==> config.mk <==
export PLATFORM = sky130hd
export DESIGN_NAME = bp_reg_mem
export DESIGN_NICKNAME = d
export VERILOG_FILES = /design/src/hw/bp_pkg.sv /design/src/hw/bp_cmd_decoder.sv /design/src/hw/bp_reg_file.sv /design/src/hw/bp_resp_queue.sv /design/src/hw/bp_reg_mem.sv
export SDC_FILE = /design/constraint.sdc
export NUM_CORES = 1
export LEC_CHECK = 0
export ABC_AREA = 1
export BUFFER_PORTS_ARGS = -buffer_cell sky130_fd_sc_hd__clkbuf_2
export CORE_MARGIN = 2
export CORE_UTILIZATION = 40
export CTS_CLUSTER_SIZE = 30
export DETAILED_ROUTE_END_ITERATION = 8
export MAX_ROUTING_LAYER = met4
export SLEW_MARGIN = 20
export SYNTH_ARGS = -nofsm -noshare
export SYNTH_HDL_FRONTEND = slang
export SYNTH_HIERARCHICAL = 1
export SYNTH_SLANG_ARGS = --single-unit
==> constraint.sdc <==
create_clock -name i_clk -period 3.66 [get_ports i_clk]
set_input_delay 0.366 -clock i_clk [delete_from_list [all_inputs] [get_ports i_clk]]
set_output_delay 0.366 -clock i_clk [all_outputs]
set_load 0.02 [all_outputs]
==> src/hw/bp_pkg.sv <==
// Shared widths, limits and state encoding for the byte-pipe register memory.
// Referenced by scoped name from the RTL and the testbench.

package bp_pkg;

  // Width of one pipe byte and of one register.
  parameter int BP_DATA_W = 8;

  // Address field of a command byte.
  parameter int BP_ADDR_W = 7;

  // Largest register count the address field can reach.
  parameter int BP_MAX_REG = 1 << BP_ADDR_W;

  // Bit of a command byte that selects a write.
  parameter int BP_CMD_WR_BIT = BP_DATA_W - 1;

  // Command decoder states.
  typedef enum logic [1:0] {
    DEC_CMD   = 2'd0,
    DEC_WDATA = 2'd1
  } bp_dec_state_e;

endpackage

==> src/hw/bp_cmd_decoder.sv <==
// Turns the inbound byte stream into register writes and read requests.
// Holds off read commands while the reply queue is full.

`timescale 1ns/100ps

module bp_cmd_decoder (
  input  logic                            i_clk,
  input  logic                            i_arst_n,
  input  logic                            i_cg,

  // Inbound byte pipe.
  input  logic [bp_pkg::BP_DATA_W-1:0]    i_bp_data,
  input  logic                            i_bp_valid,
  output logic                            o_bp_ready,

  // Reply queue status.
  input  logic                            i_has_space,

  // Register file write port.
  output logic                            o_wr_en,
  output logic [bp_pkg::BP_ADDR_W-1:0]    o_wr_addr,
  output logic [bp_pkg::BP_DATA_W-1:0]    o_wr_data,

  // Register file read address and reply push.
  output logic [bp_pkg::BP_ADDR_W-1:0]    o_rd_addr,
  output logic                            o_push
);

  bp_pkg::bp_dec_state_e           state;
  bp_pkg::bp_dec_state_e           state_nxt;
  logic [bp_pkg::BP_ADDR_W-1:0]    wr_addr_q;
  logic                            accept;
  logic                            in_cmd;
  logic                            is_write;

  assign in_cmd   = (state == bp_pkg::DEC_CMD);
  assign is_write = i_bp_data[bp_pkg::BP_CMD_WR_BIT];

  // A command needs room for a possible reply; write data never does.
  assign o_bp_ready = in_cmd ? (i_has_space & i_cg) : i_cg;
  assign accept     = i_bp_valid & o_bp_ready;

  // Read address is taken straight from the byte on the pipe.
  assign o_rd_addr = i_bp_data[bp_pkg::BP_ADDR_W-1:0];
  assign o_push    = accept & in_cmd & ~is_write;

  assign o_wr_en   = accept & (state == bp_pkg::DEC_WDATA);
  assign o_wr_addr = wr_addr_q;
  assign o_wr_data = i_bp_data;

  always_comb begin
    state_nxt = state;
    case (state)
      bp_pkg::DEC_CMD: begin
        if (accept && is_write) begin
          state_nxt = bp_pkg::DEC_WDATA;
        end
      end
      bp_pkg::DEC_WDATA: begin
        if (accept) begin
          state_nxt = bp_pkg::DEC_CMD;
        end
      end
      default: begin
        state_nxt = bp_pkg::DEC_CMD;
      end
    endcase
  end

  always_ff @(posedge i_clk or negedge i_arst_n) begin
    if (!i_arst_n) begin
      state <= bp_pkg::DEC_CMD;
    end else begin
      state <= state_nxt;
    end
  end

  // Target of a pending write, kept until its data byte arrives.
  always_ff @(posedge i_clk) begin
    if (accept && in_cmd && is_write) begin
      wr_addr_q <= i_bp_data[bp_pkg::BP_ADDR_W-1:0];
    end
  end

  // An offered byte stays on the pipe unchanged until it moves.
  a_in_hold: assert property (
    @(posedge i_clk) disable iff (!i_arst_n)
    (i_bp_valid && !accept) |=> (i_bp_valid && $stable(i_bp_data))
  );

endmodule

==> src/hw/bp_reg_file.sv <==
// Register storage for the byte-pipe register memory.
// Addresses at or above N_REG ignore writes and read back as zero.

`timescale 1ns/100ps

module bp_reg_file #(
  parameter int N_REG = 64
) (
  input  logic                            i_clk,
  input  logic                            i_arst_n,
  input  logic                            i_cg,

  input  logic                            i_wr_en,
  input  logic [bp_pkg::BP_ADDR_W-1:0]    i_wr_addr,
  input  logic [bp_pkg::BP_DATA_W-1:0]    i_wr_data,

  input  logic [bp_pkg::BP_ADDR_W-1:0]    i_rd_addr,
  output logic [bp_pkg::BP_DATA_W-1:0]    o_rd_data
);

  logic [bp_pkg::BP_DATA_W-1:0]    regs [N_REG];
  logic                            wr_ok;
  logic                            rd_ok;

  assign wr_ok = i_cg & i_wr_en & (int'(i_wr_addr) < N_REG);
  assign rd_ok = (int'(i_rd_addr) < N_REG);

  always_ff @(posedge i_clk or negedge i_arst_n) begin
    if (!i_arst_n) begin
      for (int i = 0; i < N_REG; i++) begin
        regs[i] <= '0;
      end
    end else if (wr_ok) begin
      for (int i = 0; i < N_REG; i++) begin
        if (int'(i_wr_addr) == i) begin
          regs[i] <= i_wr_data;
        end
      end
    end
  end

  // Read mux, zero outside the implemented range.
  always_comb begin
    o_rd_data = '0;
    if (rd_ok) begin
      for (int i = 0; i < N_REG; i++) begin
        if (int'(i_rd_addr) == i) begin
          o_rd_data = regs[i];
        end
      end
    end
  end

  a_n_reg_range: assert property (
    @(posedge i_clk) (N_REG >= 1) && (N_REG <= bp_pkg::BP_MAX_REG)
  );

endmodule

==> src/hw/bp_resp_queue.sv <==
// Two-entry reply FIFO feeding the outbound byte pipe.
// The head entry is presented on o_bp_data while the queue is not empty.

`timescale 1ns/100ps

module bp_resp_queue (
  input  logic                            i_clk,
  input  logic                            i_arst_n,
  input  logic                            i_cg,

  input  logic                            i_push,
  input  logic [bp_pkg::BP_DATA_W-1:0]    i_push_data,
  output logic                            o_has_space,

  // Outbound byte pipe.
  output logic [bp_pkg::BP_DATA_W-1:0]    o_bp_data,
  output logic                            o_bp_valid,
  input  logic                            i_bp_ready
);

  logic [bp_pkg::BP_DATA_W-1:0]    mem [2];
  logic [1:0]                      count;
  logic                            wr_ptr;
  logic                            rd_ptr;
  logic                            do_push;
  logic                            do_pop;

  assign o_has_space = (count < 2'd2);
  assign o_bp_valid  = (count != 2'd0) & i_cg;
  assign o_bp_data   = mem[rd_ptr];

  assign do_push = i_push & i_cg;
  assign do_pop  = o_bp_valid & i_bp_ready;

  always_ff @(posedge i_clk or negedge i_arst_n) begin
    if (!i_arst_n) begin
      count  <= 2'd0;
      wr_ptr <= 1'b0;
      rd_ptr <= 1'b0;
    end else begin
      if (do_push) begin
        wr_ptr <= ~wr_ptr;
      end
      if (do_pop) begin
        rd_ptr <= ~rd_ptr;
      end
      // Push and pop together leave the count alone.
      if (do_push && !do_pop) begin
        count <= count + 2'd1;
      end else if (do_pop && !do_push) begin
        count <= count - 2'd1;
      end
    end
  end

  always_ff @(posedge i_clk) begin
    if (do_push) begin
      mem[wr_ptr] <= i_push_data;
    end
  end

  // Decoder must only accept a read command when a slot is free.
  a_no_push_full: assert property (
    @(posedge i_clk) disable iff (!i_arst_n)
    i_push |-> (count != 2'd2)
  );

endmodule

==> src/hw/bp_reg_mem.sv <==
// Byte-pipe register memory top level.
// Commands arrive on the inbound pipe, read replies leave on the outbound pipe.

`timescale 1ns/100ps

module bp_reg_mem #(
  parameter int N_REG = 64
) (
  input  logic                            i_clk,
  input  logic                            i_arst_n,
  input  logic                            i_cg,

  input  logic [bp_pkg::BP_DATA_W-1:0]    i_bp_data,
  input  logic                            i_bp_valid,
  output logic                            o_bp_ready,

  output logic [bp_pkg::BP_DATA_W-1:0]    o_bp_data,
  output logic                            o_bp_valid,
  input  logic                            i_bp_ready
);

  logic                            has_space;
  logic                            push;
  logic                            wr_en;
  logic [bp_pkg::BP_ADDR_W-1:0]    wr_addr;
  logic [bp_pkg::BP_DATA_W-1:0]    wr_data;
  logic [bp_pkg::BP_ADDR_W-1:0]    rd_addr;
  logic [bp_pkg::BP_DATA_W-1:0]    rd_data;

  bp_cmd_decoder u_dec (
    .i_clk        (i_clk),
    .i_arst_n     (i_arst_n),
    .i_cg         (i_cg),
    .i_bp_data    (i_bp_data),
    .i_bp_valid   (i_bp_valid),
    .o_bp_ready   (o_bp_ready),
    .i_has_space  (has_space),
    .o_wr_en      (wr_en),
    .o_wr_addr    (wr_addr),
    .o_wr_data    (wr_data),
    .o_rd_addr    (rd_addr),
    .o_push       (push)
  );

  bp_reg_file #(
    .N_REG  (N_REG)
  ) u_regs (
    .i_clk      (i_clk),
    .i_arst_n   (i_arst_n),
    .i_cg       (i_cg),
    .i_wr_en    (wr_en),
    .i_wr_addr  (wr_addr),
    .i_wr_data  (wr_data),
    .i_rd_addr  (rd_addr),
    .o_rd_data  (rd_data)
  );

  // Read data is captured on the edge that accepts the read command.
  bp_resp_queue u_resp (
    .i_clk        (i_clk),
    .i_arst_n     (i_arst_n),
    .i_cg         (i_cg),
    .i_push       (push),
    .i_push_data  (rd_data),
    .o_has_space  (has_space),
    .o_bp_data    (o_bp_data),
    .o_bp_valid   (o_bp_valid),
    .i_bp_ready   (i_bp_ready)
  );

  a_top_n_reg: assert property (
    @(posedge i_clk) (N_REG >= 1) && (N_REG <= bp_pkg::BP_MAX_REG)
  );

endmodule

* Word level (Yosys, flattened, before mapping) *
Memory sizes are Yosys's and may differ from the RTL's.
Index checks and enable logic that the tools add are counted.

storage, ports and cells
  bits in latches = 0
  register bits = 525
  ROM bits = 0
  memory bits (writable) = 16
  word-level logic and storage cells = 367
  memories = 1
  bits of input ports = 13
  output and inout port bits = 10

memory list
  memory      words  bits a word  rd ports  clocked after Yosys merged registers in  wr ports  RTL line             RTL
  u_resp.mem  2      8            1         0                                        1         bp_resp_queue.sv:21  logic [bp_pkg::BP_DATA_W-1:0] mem [2];

operators by class
  $lt $le $gt $ge = 3
  bitwise logic cells = 13
  multipliers = 0
  mux-type cells = 73
  add/subtract/negate cells = 2
  reductions and logical operators = 77
  equal/unequal tests = 129
  divide/modulo/power cells = 0
  shift-type cells = 0

operators by type and width
  cell                                                                      count
  8-bit 2-to-1 mux                                                          65
  7-bit == test (second input constant)                                     64
  7-bit by 6-bit == test with 1-bit output (second input constant)          32
  2-bit AND reduction                                                       65
  7-bit by 5-bit == test with 1-bit output (second input constant)          16
  7-bit by 4-bit == test with 1-bit output (second input constant)          8
  7-bit by 3-bit == test with 1-bit output (second input constant)          4
  7-bit by 2-bit == test with 1-bit output (second input constant)          2
  7-bit logical NOT                                                         2
  7-bit less-than comparator (second input constant)                        2
  1-bit bitwise AND                                                         10
  2-bit 2-to-1 mux                                                          4
  1-bit logical AND                                                         5
  2-bit case mux with 2 select lines                                        1
  2-bit nonzero test                                                        2
  1-bit 2-to-1 mux                                                          3
  1-bit inverter                                                            3
  2-bit by 1-bit adder with 2-bit output (second input constant)            1
  2-bit by 1-bit == test with 1-bit output (second input constant)          1
  1-bit logical NOT                                                         2
  2-bit logical NOT                                                         1
  2-bit less-than comparator (second input constant)                        1
  2-bit by 1-bit inequality test with 1-bit output (second input constant)  1
  2-bit inequality test (second input constant)                             1
  2-bit by 1-bit subtractor with 2-bit output (second input constant)       1

* Longest topological paths before layout *
  depth after elaboration = 66
  mapped depth = 60
  mapped depth without buffers = 59

* By module *
Netlist, hierarchy kept.

modules (own cells, without submodules)
  module          cells each  area each (µm²)  instances  sequential area each (µm²)
  bp_reg_file     3,158       24,124.4         1          12,812.3
  bp_resp_queue   70          815.8            1          580.6
  bp_cmd_decoder  33          404.1            1          235.2

* Least setup slack after synthesis *
OpenSTA, ideal clock, no wires.

  path type = input-to-reg
  start point = input port i_bp_data[1] in the netlist's numbering
  end point = memory u_resp/mem[0][6] in the netlist's numbering, data pin
  stages = 53
  path buffers = 2
  data required time = 3,408 ps
  arrival = 3,530 ps
  library setup time = 252 ps
  path slack = -122 ps
  cells stage by stage = buf_4 -> nor2_1 -> inv_2 -> nor2_2 -> inv_2 -> nor2_2 -> inv_2 -> buf_2 -> or2_0 -> nand2_1 -> nand2_1 -> nand2_1 -> nand3_1 -> nor2_1 -> nand3_1 -> nand2_1 -> nand2_1 -> nand2_1 -> [17 not listed] -> nand2_1 -> nand4_1 -> nor2_1 -> nand4_1 -> nand2_1 -> nand3_1 -> nand2_1 -> nand3_1 -> nand2_1 -> nand2_1 -> nand2_1 -> nand3_1 -> nand2_1 -> nand2_1 -> nand2_1 -> nand4_1 -> nand2_1 -> inv_1

between the ends
  cells in the longest elaborated chain, start to end = 66

ends and longest elaborated chain
  what                            RTL line             RTL
  from (decl)                     bp_reg_mem.sv:13     input logic [bp_pkg::BP_DATA_W-1:0] i_bp_data,
  7-bit logical NOT               bp_reg_file.sv:47    if (int'(i_rd_addr) == i) begin
  8-bit 2-to-1 mux (64 in a row)  bp_reg_file.sv:47
  8-bit 2-to-1 mux (*)            bp_reg_file.sv:45    if (rd_ok) begin
  via rd_data, one bit            bp_reg_mem.sv:28     logic [bp_pkg::BP_DATA_W-1:0] rd_data;
  to (decl)                       bp_resp_queue.sv:21

The timed path passes the listed nets; every way through them passes the cells marked *.

* Worst setup path in the final report *
  start point = register u_regs/regs[490] in the netlist's numbering
  end point = memory u_resp/mem[1][2] in the netlist's numbering, data pin

between the ends
  cells in the longest elaborated chain, start to end = 63

ends and longest elaborated chain
  what                               RTL line           RTL
  from (decl)                        bp_reg_file.sv:21  logic [bp_pkg::BP_DATA_W-1:0] regs [N_REG];
  from (signal, indexed assignment)  bp_reg_file.sv:36  regs[i] <= i_wr_data;
  8-bit 2-to-1 mux (62 in a row)     bp_reg_file.sv:47
  8-bit 2-to-1 mux                   bp_reg_file.sv:45
  via rd_data, one bit               bp_reg_mem.sv:28

The timed path passes the listed nets, and every way through them passes these cells.

==> reports/metrics.csv <==
metric,value,unit
status,"finished, violations left",
violations,negative setup slack,
cts_inserted_buffers,58,
cap_violations,0,
start_util,40.3,%
vias,21200,
crit_slowest_cell,dfrtp_1,
dr.pass1.iters,5,
viasPerCell,4.93,
fin_hold_ws,46.7,ps
max_stage_delay,390,ps
cp_common_cell,nand2_1,
htreeDepth,2,
avgSynthCellArea,7.77,sq um
rsz0062_at_grt,true,
clock_tree.buffer_depth,3,
clock_latency,630,ps
cts_tree,built,
yosysMostFrequentCell,nand2_1,
use_met2,34.9,%
worst_ep_required_time,4050,ps
worstSetupPathType,flop to flop,
grt_pass1_wl,115000,um
fmax,0.236,GHz
synth_area,0.0253,sq mm
power.density,438,mW/mm^2
grtUsageTotal,22.6,%
p_switching,3.23,mW
drive_above_1_share,18.1,%
p_seq_share,46.8,%
synth_top_area_cell,dfrtp_1,
tightest_slew,924,ps
finClkSkew,24.3,ps
dieArea,0.0654,sq mm
slew_headroom,38.4,%
worst_setup_path_start_kind,flop,
ios,23,
switching_share,24.5,%
wl_per_cell,16.6,um
grtUsageMet1,30.7,%
synth_fp_nets,3275,
synth-main-ff-cell,dfrtp_1,
antenna_found_initial,0,
drv_slew,0,
finalPower,13.2,mW
grt_pass1_vias,20800,
gp_congestion,0.875,
place_ws,-1450,ps
placeableCoreArea,0.0629,sq mm
finalSetupViolations,16,
finalCritPeriodShare,116,%
internal_power,9.95,mW
finalWorstSetupSlack,-572,ps
worstPathArrival,4620,ps
grt-busiest-layer,met2,
grt-ovfl-total,0,
critical_path.endpoint_type,flop,
hold_path.class,input pin to flop,
syn_to_final_growth,18.8,%
drt_wl_total,71300,um
ys_ff_latch,540,
row_count,92,
drc_errors,0,
dr.first_iter.drc_count,1602,
nNetsFinal,3410,
ys_seq_area_share,53.8,%
synth-edff-count,23,
cts.clk_slew.worst_paths,60,ps
die_w,256,um
synth_common_cells,"nand2_1 (1291), dfrtp_1 (517), o21ai_0 (517), inv_1 (226), clkbuf_1 (139)",
hold_viol,0,
fin_util,47.9,%
synth.distinct_cells,34,
ys_warn_count,6,
portBuffers,22,
root_buffer,clkbuf_16,
antenna_left,0,
async_flop_share,95.7,%
pwr-share-comb,6.7,%
power.share.clock,46.5,%
path_max_fanout,2,
netlist_instances,3261,
p_leak,14.4,nW
period_minus_slack,4230,ps
grt_max_degree,137,
grt_use_met3,3.60,%
synth_top_area_share,51.0,%
ir_worst_vdd,376,uV
clock_sink_count,540,
fp.dieH,256,um
place_hpwl,47900,um
synth.area.top_cells,"dfrtp_1 (51%), nand2_1 (19%), o21ai_0 (10%)",
setup_tns,-7150,ps
==> per-stage QoR <==
stage	instances	area, sq um
finish	4293	30100
global route	4292	30100
CTS	4273	29700
detailed placement	4156	27400
global placement	4156	27400
floorplan	3261	25500
==> metal layers <==
metal | share of wire, % | vias to the layer above
met4 | 2.6 | 0
li1 | - | 10500
met5 | 0 | -
met3 | 5.3 | 117
met2 | 46 | 448
met1 | 47 | 10100
==> critical path: cells and delay by family, from the launching register on <==
| kind | cells | cell delay (ps) |
|---|---|---|
| AOI/OAI and AO/OA | 1 | 130 |
| buffers and inverters | 1 | 50 |
| DFF | 1 | 390 |
| and+or+nand+nor | 48 | 3450 |
==> registers in the layout, indices dropped and copies added (netlist names) <==
name and count:
u_resp/count 2, u_resp/rd_ptr 1, u_regs/regs 512, u_resp/mem 16, u_resp/wr_ptr 1, u_dec/o_wr_addr 7
u_dec/state 1
==> what timing repair did <==
| item | CTS | global route |
|---|---|---|
| setup buffers | 4 | 19 |
| hold buffers | 3 | 0 |
| gates cloned | 0 | 0 |
| gates resized for setup | 60 | 97 |
| hold endpoints to repair | 39 | 0 |
| pin swaps | 41 | 74 |
| endpoints found under the setup margin | 16 | 16 |
==> final cells by class <==
| cell class | count | area, sq um |
|---|---|---|
| Antenna cell | 1 | 2.50 |
| Clock buffer | 79 | 1700 |
| Clock inverter | 31 | 294 |
| Fill cell | 6252 | 32700 |
| Inverter | 265 | 1010 |
| Multi-Input combinational cell | 2296 | 10500 |
| Sequential cell | 540 | 13600 |
| Tap cell | 846 | 1060 |
| Timing Repair Buffer | 235 | 1870 |
==> logic make-up (layout without fill, tap and decap cells) <==
logic type | count (synthesis) | in the layout | share of synthesized area [%]
flops | 540 | 540 | 53.8
buf+inv | 425 | 610 | 6.61
simple gates | 1705 | 1705 | 27.8
xor+xnor | 2 | 2 | 0.0691
other cells | 0 | 1 | 0
compound gates | 588 | 588 | 11.7
fa+ha+maj | 1 | 1 | 0.0494
==> layout by cell type (no fill, tap or decap), drive strengths merged, types with 2 or more instances in the layout <==
cell type / netlist / routed
clkbuf: 139 / 93
nand4: 27 / 27
inv: 256 / 265
bufinv: 0 / 5
nor2: 124 / 124
or2: 131 / 131
nor3: 4 / 4
a21oi: 64 / 64
edfxtp: 23 / 23
buf: 21 / 218
dlygate4sd3: 0 / 3
nand2: 1296 / 1296
o21bai: 3 / 3
dfrtp: 517 / 517
nand3: 122 / 122
o21ai: 518 / 518
o21a: 2 / 2
clkinv: 9 / 26
==> power by group through the flow <==
stage               combinational, mW  clock (mW)  sequential, mW
global placement                0.855           0            6.27
floorplan                       0.481           0            6.24
global route                    0.999        6.51            6.17
CTS                             0.878        6.26            6.16
finish                          0.886        6.13            6.16
detailed placement              0.858           0            6.27
==> final timing paths <==
path	from	to	slack, ps	cells past startpoint
setup / recovery	u_regs/regs[490]	u_resp/mem[1][2]	-570	50
hold / removal	i_bp_data[4]	u_dec/o_wr_addr[4]	50	2
setup reg to reg	u_regs/regs[490]	u_resp/mem[1][2]	-570	50
hold reg to reg	u_regs/regs[74]	u_regs/regs[74]	480	2
max in group asynchronous	i_arst_n	u_regs/regs[76]	2220	3
min in group asynchronous	i_arst_n	u_regs/regs[318]	270	2
Power figures use the tool's default switching activity.
